$ cat src/logic/rayResultPkg.sv
package rayResultPkg;

    // One channel's result for three rays
    typedef struct packed {
        logic [15:0] idA;
        logic [15:0] idB;
        logic [15:0] idC;
        logic        hitA;
        logic        hitB;
        logic        hitC;
        logic [15:0] uA;
        logic [15:0] uB;
        logic [15:0] uC;
        logic [15:0] vA;
        logic [15:0] vB;
        logic [15:0] vC;
    } resultSetT;

    // Source code on the result port
    typedef enum logic [1:0] {
        SrcNone = 2'd0,
        Src01   = 2'd1,
        Src10   = 2'd2
    } sourceT;

    typedef struct packed {
        logic enable01;
        logic enable10;
        logic roundRobin;   // 0 is fixed priority, channel 01 first
    } cfgT;

    localparam cfgT CfgResetDefault = '{
        enable01:   1'b1,
        enable10:   1'b1,
        roundRobin: 1'b0
    };

endpackage

$ cat src/logic/resultCapture.sv
`timescale 1ns/100ps

module resultCapture (
    input  logic                   clk,
    input  logic                   globalreset,
    input  logic                   enable,
    input  logic                   valid,
    input  rayResultPkg::resultSetT result,
    input  logic                   take,
    output logic                   pending,
    output rayResultPkg::resultSetT heldSet,
    output logic                   overrun
);

    logic accept;
    logic drop;

    // A take in the same cycle frees the holding register
    assign accept = enable && valid && (!pending || take);
    assign drop   = enable && valid && pending && !take;

    always_ff @(posedge clk)
    begin
        if (globalreset)
        begin
            pending <= 1'b0;
            overrun <= 1'b0;
        end
        else
        begin
            if (accept)
            begin
                pending <= 1'b1;
            end
            else if (take)
            begin
                pending <= 1'b0;
            end

            if (drop)
            begin
                overrun <= 1'b1;    // Sticky until reset
            end
        end
    end

    always_ff @(posedge clk)
    begin
        if (accept)
        begin
            heldSet <= result;
        end
    end

endmodule

$ cat src/logic/resultConfig.sv
`timescale 1ns/100ps

module resultConfig #(
    parameter bit ResetRoundRobin = 1'b0
) (
    input  logic             clk,
    input  logic             globalreset,
    input  logic             cfgWrite,
    input  rayResultPkg::cfgT cfgData,
    output rayResultPkg::cfgT cfg
);

    import rayResultPkg::*;

    // Default enables, arbitration mode from the top level
    localparam cfgT ResetCfg = '{
        enable01:   CfgResetDefault.enable01,
        enable10:   CfgResetDefault.enable10,
        roundRobin: ResetRoundRobin
    };

    always_ff @(posedge clk)
    begin
        if (globalreset)
        begin
            cfg <= ResetCfg;
        end
        else if (cfgWrite)
        begin
            cfg <= cfgData;     // Seen by captures and arbiter next cycle
        end
    end

endmodule

$ cat src/logic/resultPath.sv
`timescale 1ns/100ps

module resultPath #(
    parameter bit ResetRoundRobin = 1'b0
) (
    input  logic                    clk,
    input  logic                    globalreset,
    input  logic                    valid01,
    input  logic                    valid10,
    input  rayResultPkg::resultSetT result01,
    input  rayResultPkg::resultSetT result10,
    input  logic                    cfgWrite,
    input  rayResultPkg::cfgT       cfgData,
    output logic [31:0]             resultData,
    output logic                    resultReady,
    output rayResultPkg::sourceT    resultSource,
    output logic                    overrun01,
    output logic                    overrun10
);

    import rayResultPkg::*;

    cfgT       cfg;
    logic      pending01;
    logic      pending10;
    resultSetT heldSet01;
    resultSetT heldSet10;
    logic      take01;
    logic      take10;

    resultConfig #(
        .ResetRoundRobin(ResetRoundRobin)
    ) i_config (
        .clk         (clk),
        .globalreset (globalreset),
        .cfgWrite    (cfgWrite),
        .cfgData     (cfgData),
        .cfg         (cfg)
    );

    resultCapture i_capture01 (
        .clk         (clk),
        .globalreset (globalreset),
        .enable      (cfg.enable01),
        .valid       (valid01),
        .result      (result01),
        .take        (take01),
        .pending     (pending01),
        .heldSet     (heldSet01),
        .overrun     (overrun01)
    );

    resultCapture i_capture10 (
        .clk         (clk),
        .globalreset (globalreset),
        .enable      (cfg.enable10),
        .valid       (valid10),
        .result      (result10),
        .take        (take10),
        .pending     (pending10),
        .heldSet     (heldSet10),
        .overrun     (overrun10)
    );

    resultTransmit i_transmit (
        .clk          (clk),
        .globalreset  (globalreset),
        .roundRobin   (cfg.roundRobin),
        .pending01    (pending01),
        .pending10    (pending10),
        .set01        (heldSet01),
        .set10        (heldSet10),
        .take01       (take01),
        .take10       (take10),
        .resultData   (resultData),
        .resultReady  (resultReady),
        .resultSource (resultSource)
    );

endmodule

$ cat src/logic/resultTransmit.sv
`timescale 1ns/100ps

module resultTransmit (
    input  logic                    clk,
    input  logic                    globalreset,
    input  logic                    roundRobin,
    input  logic                    pending01,
    input  logic                    pending10,
    input  rayResultPkg::resultSetT set01,
    input  rayResultPkg::resultSetT set10,
    output logic                    take01,
    output logic                    take10,
    output logic [31:0]             resultData,
    output logic                    resultReady,
    output rayResultPkg::sourceT    resultSource
);

    import rayResultPkg::*;

    typedef enum logic [2:0] {
        Idle,
        Word0,
        Word1,
        Word2,
        Word3
    } stateT;

    stateT       state;
    resultSetT   txSet;
    sourceT      txSource;
    logic        lastWas10;
    logic        pick01;
    logic [31:0] nextWord;

    // Arbitration, only matters when both channels wait
    always_comb
    begin
        pick01 = pending01;
        if (pending01 && pending10)
        begin
            pick01 = !roundRobin || lastWas10;
        end
    end

    assign take01 = (state == Idle) && pending01 && pick01;
    assign take10 = (state == Idle) && pending10 && !pick01;

    // Copy of the winning set, sent while the capture takes the next one
    always_ff @(posedge clk)
    begin
        if (take01 || take10)
        begin
            txSet    <= take01 ? set01 : set10;
            txSource <= take01 ? Src01 : Src10;
        end
    end

    always_comb
    begin
        case (state)
            Word0:
                nextWord = {txSet.idA, txSet.idB};
            Word1:
                nextWord = {13'd0, txSet.hitA, txSet.hitB, txSet.hitC, txSet.idC};
            Word2:
                nextWord = {8'd0, txSet.uA[15:8], txSet.uB[15:8], txSet.uC[15:8]};
            default:
                nextWord = {8'd0, txSet.vA[15:8], txSet.vB[15:8], txSet.vC[15:8]};
        endcase
    end

    always_ff @(posedge clk)
    begin
        if (globalreset)
        begin
            state        <= Idle;
            lastWas10    <= 1'b1;   // So channel 01 wins the first tie in round robin
            resultData   <= '0;
            resultReady  <= 1'b0;
            resultSource <= SrcNone;
        end
        else
        begin
            resultReady <= 1'b0;

            case (state)
                Idle:
                begin
                    if (take01 || take10)
                    begin
                        state     <= Word0;
                        lastWas10 <= take10;
                    end
                end
                Word0:
                    state <= Word1;
                Word1:
                    state <= Word2;
                Word2:
                    state <= Word3;
                default:
                    state <= Idle;
            endcase

            // Outputs hold their last values between frames
            if (state != Idle)
            begin
                resultData   <= nextWord;
                resultSource <= txSource;
                resultReady  <= (state == Word0);
            end
        end
    end

endmodule

$ cat config.mk
export PLATFORM = sky130hd
export DESIGN_NAME = resultPath
export DESIGN_NICKNAME = d
export VERILOG_FILES = /design/src/logic/rayResultPkg.sv /design/src/logic/resultCapture.sv /design/src/logic/resultConfig.sv /design/src/logic/resultPath.sv /design/src/logic/resultTransmit.sv
export SDC_FILE = /design/constraint.sdc
export NUM_CORES = 1
export LEC_CHECK = 0
export BUFFER_PORTS_ARGS = -buffer_cell sky130_fd_sc_hd__buf_2
export CORE_MARGIN = 2
export CORE_UTILIZATION = 52
export CTS_CLUSTER_SIZE = 16
export DETAILED_ROUTE_END_ITERATION = 10
export PLACE_DENSITY_LB_ADDON = 0.15
export SLEW_MARGIN = 20
export SYNTH_ARGS = -nofsm -noshare
export SYNTH_HDL_FRONTEND = slang
export SYNTH_SLANG_ARGS = --single-unit
$ cat constraint.sdc
create_clock -name clk -period 8.5 [get_ports clk]
set_clock_uncertainty 0.15 [all_clocks]
set_input_delay 1.275 -clock clk [delete_from_list [all_inputs] [get_ports clk]]
set_output_delay 1.275 -clock clk [all_outputs]
set_load 0.05 [all_outputs]
== Yosys cells after proc, flatten, opt, wreduce, memory -nomap -nowiden ==
Index checks and enable logic that the tools add are counted.
Cells by class
  eq/ne operators: 4
  multiplexer cells: 10
  bitwise logic cells: 1
  reductions and logical operators: 29
Operators with widths (number)
  147-bit 2-to-1 mux: 1
  32-bit case mux with 3 select lines: 1
  1-bit logical AND: 13
  3-bit case mux with 4 select lines: 1
  3-bit by 2-bit equality test with 1-bit output (second input constant): 2
  1-bit logical NOT: 6
  1-bit 2-to-1 mux: 5
  1-bit logical OR: 4
  2-bit nonzero test: 2
  3-bit by 1-bit equality test with 1-bit output (second input constant): 1
  3-bit logical NOT: 1
  3-bit 2-to-1 mux: 1
  3-bit nonzero test: 1
  2-bit 2-to-1 mux: 1
  2-bit != test (second input constant): 1
  2-bit AND reduction: 1
  2-bit OR reduction: 1
  1-bit inverter: 1
Word-level totals
  flip-flop bits (word level): 489
  input bits: 302
  output and inout port bits: 37
  word-level logic and storage cells: 93

== Longest topological paths before layout ==
  depth in word-level cells: 8
  mapped depth: 6
  depth with buffers taken out: 3

== Hierarchy ==
Synthesis repeated with hierarchy kept, for this count alone.
Second synthesis, totals
  cells, all modules: 774
  area total of the unflattened synthesis: 15747.6 µm²
By module, submodules not included
  resultCapture: times used 2, cells each 156, area each 4493.1 µm², sequential area each 4454.3 µm²
  resultTransmit: times used 1, cells each 453, area each 6657.6 µm², sequential area each 3813.7 µm²
  resultConfig: times used 1, cells each 9, area each 103.8 µm², sequential area each 60.1 µm²

== Least setup slack after synthesis ==
Ideal clock, no wire load.
  path kind: input port to flip-flop
  start: input valid01
  end: register i_capture01.heldSet[100] (netlist name) (enable)
  library setup time: 0.590 ns
  data arrival time: 6.150 ns
  required time: 7.760 ns
  setup slack: 1.610 ns
  stages on the path: 2
  path through: nand2_1 -> a21oi_1
Between the ends
  word-level cells in the longest chain between the ends: 2
RTL lines
  start: declaration: RTL line resultPath.sv:8  | input logic valid01,
  1-bit logical AND (2 in series): RTL line resultCapture.sv:19  | assign accept = enable && valid && (!pending || take);
  named net i_capture01.accept: RTL line resultCapture.sv:15  | logic accept;
  end signal: assignment: RTL line resultCapture.sv:51  | heldSet <= result;
  end: declaration: RTL line resultCapture.sv:11  | output rayResultPkg::resultSetT heldSet,
The timed path passes the listed nets, and every way through them passes these cells.
A chain may end at the register's enable or synchronous reset.

== Worst setup path after layout ==
  start: register i_transmit.state[1]
  end: register i_transmit.txSet[124] (netlist name) (enable)
Between the ends
  word-level cells in the longest chain between the ends: 4
  elaborated cells on any way between the ends: 6
  those cells by class: reduce/logical: 6
RTL lines
  start: declaration: RTL line resultTransmit.sv:28  | stateT state;
  start signal: assignment: RTL line resultTransmit.sv:76  | state <= Idle;
  start signal: assignment: RTL line resultTransmit.sv:91  | state <= Word0;
  start signal: assignment: RTL line resultTransmit.sv:96  | state <= Word1;
  3-bit logical NOT *: RTL line resultTransmit.sv:45, resultTransmit.sv:46
  1-bit logical AND (on tied branches) (2 in series): RTL line resultTransmit.sv:45, resultTransmit.sv:46
  1-bit logical OR *: RTL line resultTransmit.sv:51  | if (take01 || take10)
  end signal: assignment: RTL line resultTransmit.sv:53  | txSet <= take01 ? set01 : set10;
  end: declaration: RTL line resultTransmit.sv:29  | resultSetT txSet;
Mark *: on every way between the ends. The rest lies on a longest branch, timed or not.

==> results.yml <==
power:
  power.density_mw_per_mm2: 276
  vdd_drop_max_mv: 0.280
  clockPowerShare_pct: 36.1
  netSwitchingFraction_pct: 24.8
  leakage_nw: 6.13
  power.switching_mw: 1.06
  combPwrFrac_pct: 13.8
  p_int_mw: 3.22
  pwr-share-seq_pct: 50.1
setup_path:
  cp.depth: 3
  crit_buf_inv: 1
  slowest_delay_ns: 0.85
  reg2reg_depth: 3
  critical_path.max_fanout: 72
  crit_arrival_ns: 3.48
  setup.worst_path.start_class: "flip-flop"
  path_delay_family: "simple AND/OR/NAND/NOR gates"
  crit_path_cell_trace: "or3_4 -> nor2_4 -> buf_4"
  path_class: "flip-flop to flip-flop"
  crit_path_end_kind: "flip-flop"
  critPathRequiredTime_ns: 8.48
  cp_slowest_cell: "buf_4"
yosys:
  synth_common_cells: "edfxtp_1 (299), mux2_4 (77), dfxtp_1 (46)"
  avgSynthCellArea_um2: 18.9
  syn_nets: 980
  synthesis.area_mm2: 0.0128
  yosysTopAreaCell: "edfxtp_1"
  synth.most_common_cell: "edfxtp_1"
  synth_area_leaders: "edfxtp_1 (70%), mux2_4 (9.0%), dfxtp_1 (7.2%), mux2_1 (1.9%), mux2i_1 (1.2%)"
  ys_warn_count: 0
  postSynthCellCount: 678
  postSynth.asyncResetShare_pct: 0
  synth_top_area_share_pct: 70.0
  yosysSeqAreaShare_pct: 77.2
  synth_edf_count: 299
  synth-seq-cells: 345
  synth_ff_type: "edfxtp_1"
  synth_cell_types: 42
placed_design:
  place_inst: 1215
  numPortBuffers: 242
  dp_hpwl_um: 16200
  gp_congestion: 0.765
cells_and_area:
  layout.cells.non_filler: 1283
  fin_util_pct: 64.0
  drive_gt1_share_pct: 42.2
  area.growth.synth_to_final_pct: 21.0
  final_nets: 1232
worst_hold_path:
  hold_depth: 2
  hold_class: "flip-flop to flip-flop"
drt:
  vias: 6668
  drt_iter0_drc: 374
  dr.pass1.iters: 6
  avgRoutedWirePerCell_um: 19.9
  wirelength_um: 25500
  drc: 0
  vias_per_cell: 5.20
  drtAntennaViolNets: 0
clock_tree:
  holdBufCountCts: 0
  cts_tree: "built"
  cts.sinks: 345
  cts_buffers: 37
  ctsResizeCount: 0
  root_buffer: "clkbuf_16"
  postCtsSetupRepairBufs: 0
  clk_latency_ns: 0.51
  htree_levels: 2
  cts.path.max_buffers: 3
  cts.reportedPaths.clkPinSlew_ns: 0.06
timing:
  fin_setup_tns_ns: 0
  slew_headroom_pct: 29.0
  fin_crit_ns: 3.50
  hold_viol_final: 0
  rsz0062_at_grt: "false"
  setup-violations-final: 0
  fin_crit_sh_pct: 41.1
  tightest_slew_ns: 1.06
  max_freq_mhz: 286
  slew_viol_final: 0
global_route:
  grt_max_degree: 73
  groute.usage.overall_pct: 19.7
  grt_overflow: 0
  first_global_vias: 7153
  antenna_found_initial: 1
  grt_pass1_wl_um: 39100
die:
  core_area_mm2: 0.0242
  ios: 339
  die_h_um: 161
  dieArea_mm2: 0.0259
  floorplan.rows: 57
  die_x_um: 161
  start_util_pct: 52.9
job:
  maxCapViolCount: 0
run_status:
  status: "finished, final reports clean"
[cell type report]
type	count	area (um2)
well taps	324	405
repair buffers	249	1270
fillers	1749	8730
inverters	13	48.8
clock inverters	18	141
multi-input cells	284	2700
diodes	1	2.50
clock buffers	49	1040
flip-flops and latches	345	9900
[sequential cells by signal, summed over array words and instances, names as in the netlist, 2 cells and up]
signal and count:
i_transmit.txSet 99, i_transmit.state 3, i_transmit.resultSource 2, i_capture10.heldSet 99, i_transmit.resultData 32, i_transmit.txSource 2, i_capture01.heldSet 99, i_config.cfg 3
[per-layer routing]
metal | GRT usage [%] | vias up | part of all wire [%]
li1 | - | 3124 | -
met1 | 25.9 | 3249 | 42
met2 | 32.8 | 242 | 49
met3 | 4.47 | 53 | 6.6
met4 | 6.62 | 0 | 2.4
met5 | 0 | - | 0
[final timing paths]
check,startpoint,endpoint,slack [ns]
hold / removal,i_transmit.resultSource[1],i_transmit.resultSource[1],0.31
hold reg to reg,i_transmit.resultSource[1],i_transmit.resultSource[1],0.31
setup / recovery,i_transmit.state[1],i_transmit.txSet[124],5.00
setup reg to reg,i_transmit.state[1],i_transmit.txSet[124],5.00
[worst min-delay path: cells and delay by family (launching register included)]
family	cells	cell delay, ns
DFF	1	0.31
and+or+nand+nor	1	0.05
AOI/OAI and AO/OA	1	0.05
[power groups by stage]
stage                     clock, mW  sequential, mW  combinational [mW]
final                          1.54            2.15               0.591
after global routing           1.65            2.16               0.638
after CTS                      1.57            2.15               0.603
after detailed placement          0            2.18               0.600
after global placement            0            2.17               0.585
after floorplan                   0            2.29               0.320
[kinds of logic after synthesis]
kind of cell              after synthesis  synth area share [%]
muxes                                 129                  13.4
DFF                                   345                  77.2
AOI/OAI and AO/OA                      71                  3.90
buffers and inverters                  49                  2.10
and+or+nand+nor                        83                  3.32
xor gates and xnor gates                1                0.0683
[through the flow]
| stage | hold slack [ns] | worst slack (ns) | instance area, um2 | power (mW) |
|---|---|---|---|---|
| 2_1_floorplan | 0.291 | 1.61 | 12800 | 2.61 |
| 4_1_cts | 0.313 | 4.80 | 15500 | 4.33 |
| 5_1_grt | 0.341 | 4.78 | 15500 | 4.45 |
| 3_5_place_dp | 0.305 | 4.80 | 14300 | 2.78 |
| 6_report | 0.308 | 5.00 | 15500 | 4.28 |
| 3_3_place_gp | 0.292 | 4.87 | 14300 | 2.76 |
[cell usage in the layout, fill, tap and decap left out, drive strengths merged]
master	count
mux2i	16
and3b	1
nor2b	1
or3	2
nor3	3
a211o	5
clkinvlp	1
o21ai	25
diode	1
a21oi	10
a21o	1
a31oi	1
clkinv	13
o31ai	1
o32ai	1
a22o	1
nor2	28
nand2b	15
inv	15
clkbuf	49
buf	249
nand3b	1
o21a	1
a32o	5
xnor2	1
nand3	2
mux2	113
nor4	1
edfxtp	299
and3	2
nor3b	7
and2b	1
dfxtp	46
a222oi	14
a211oi	6
nand2	19
bufinv	2
Power figures use the tool's default switching activity.
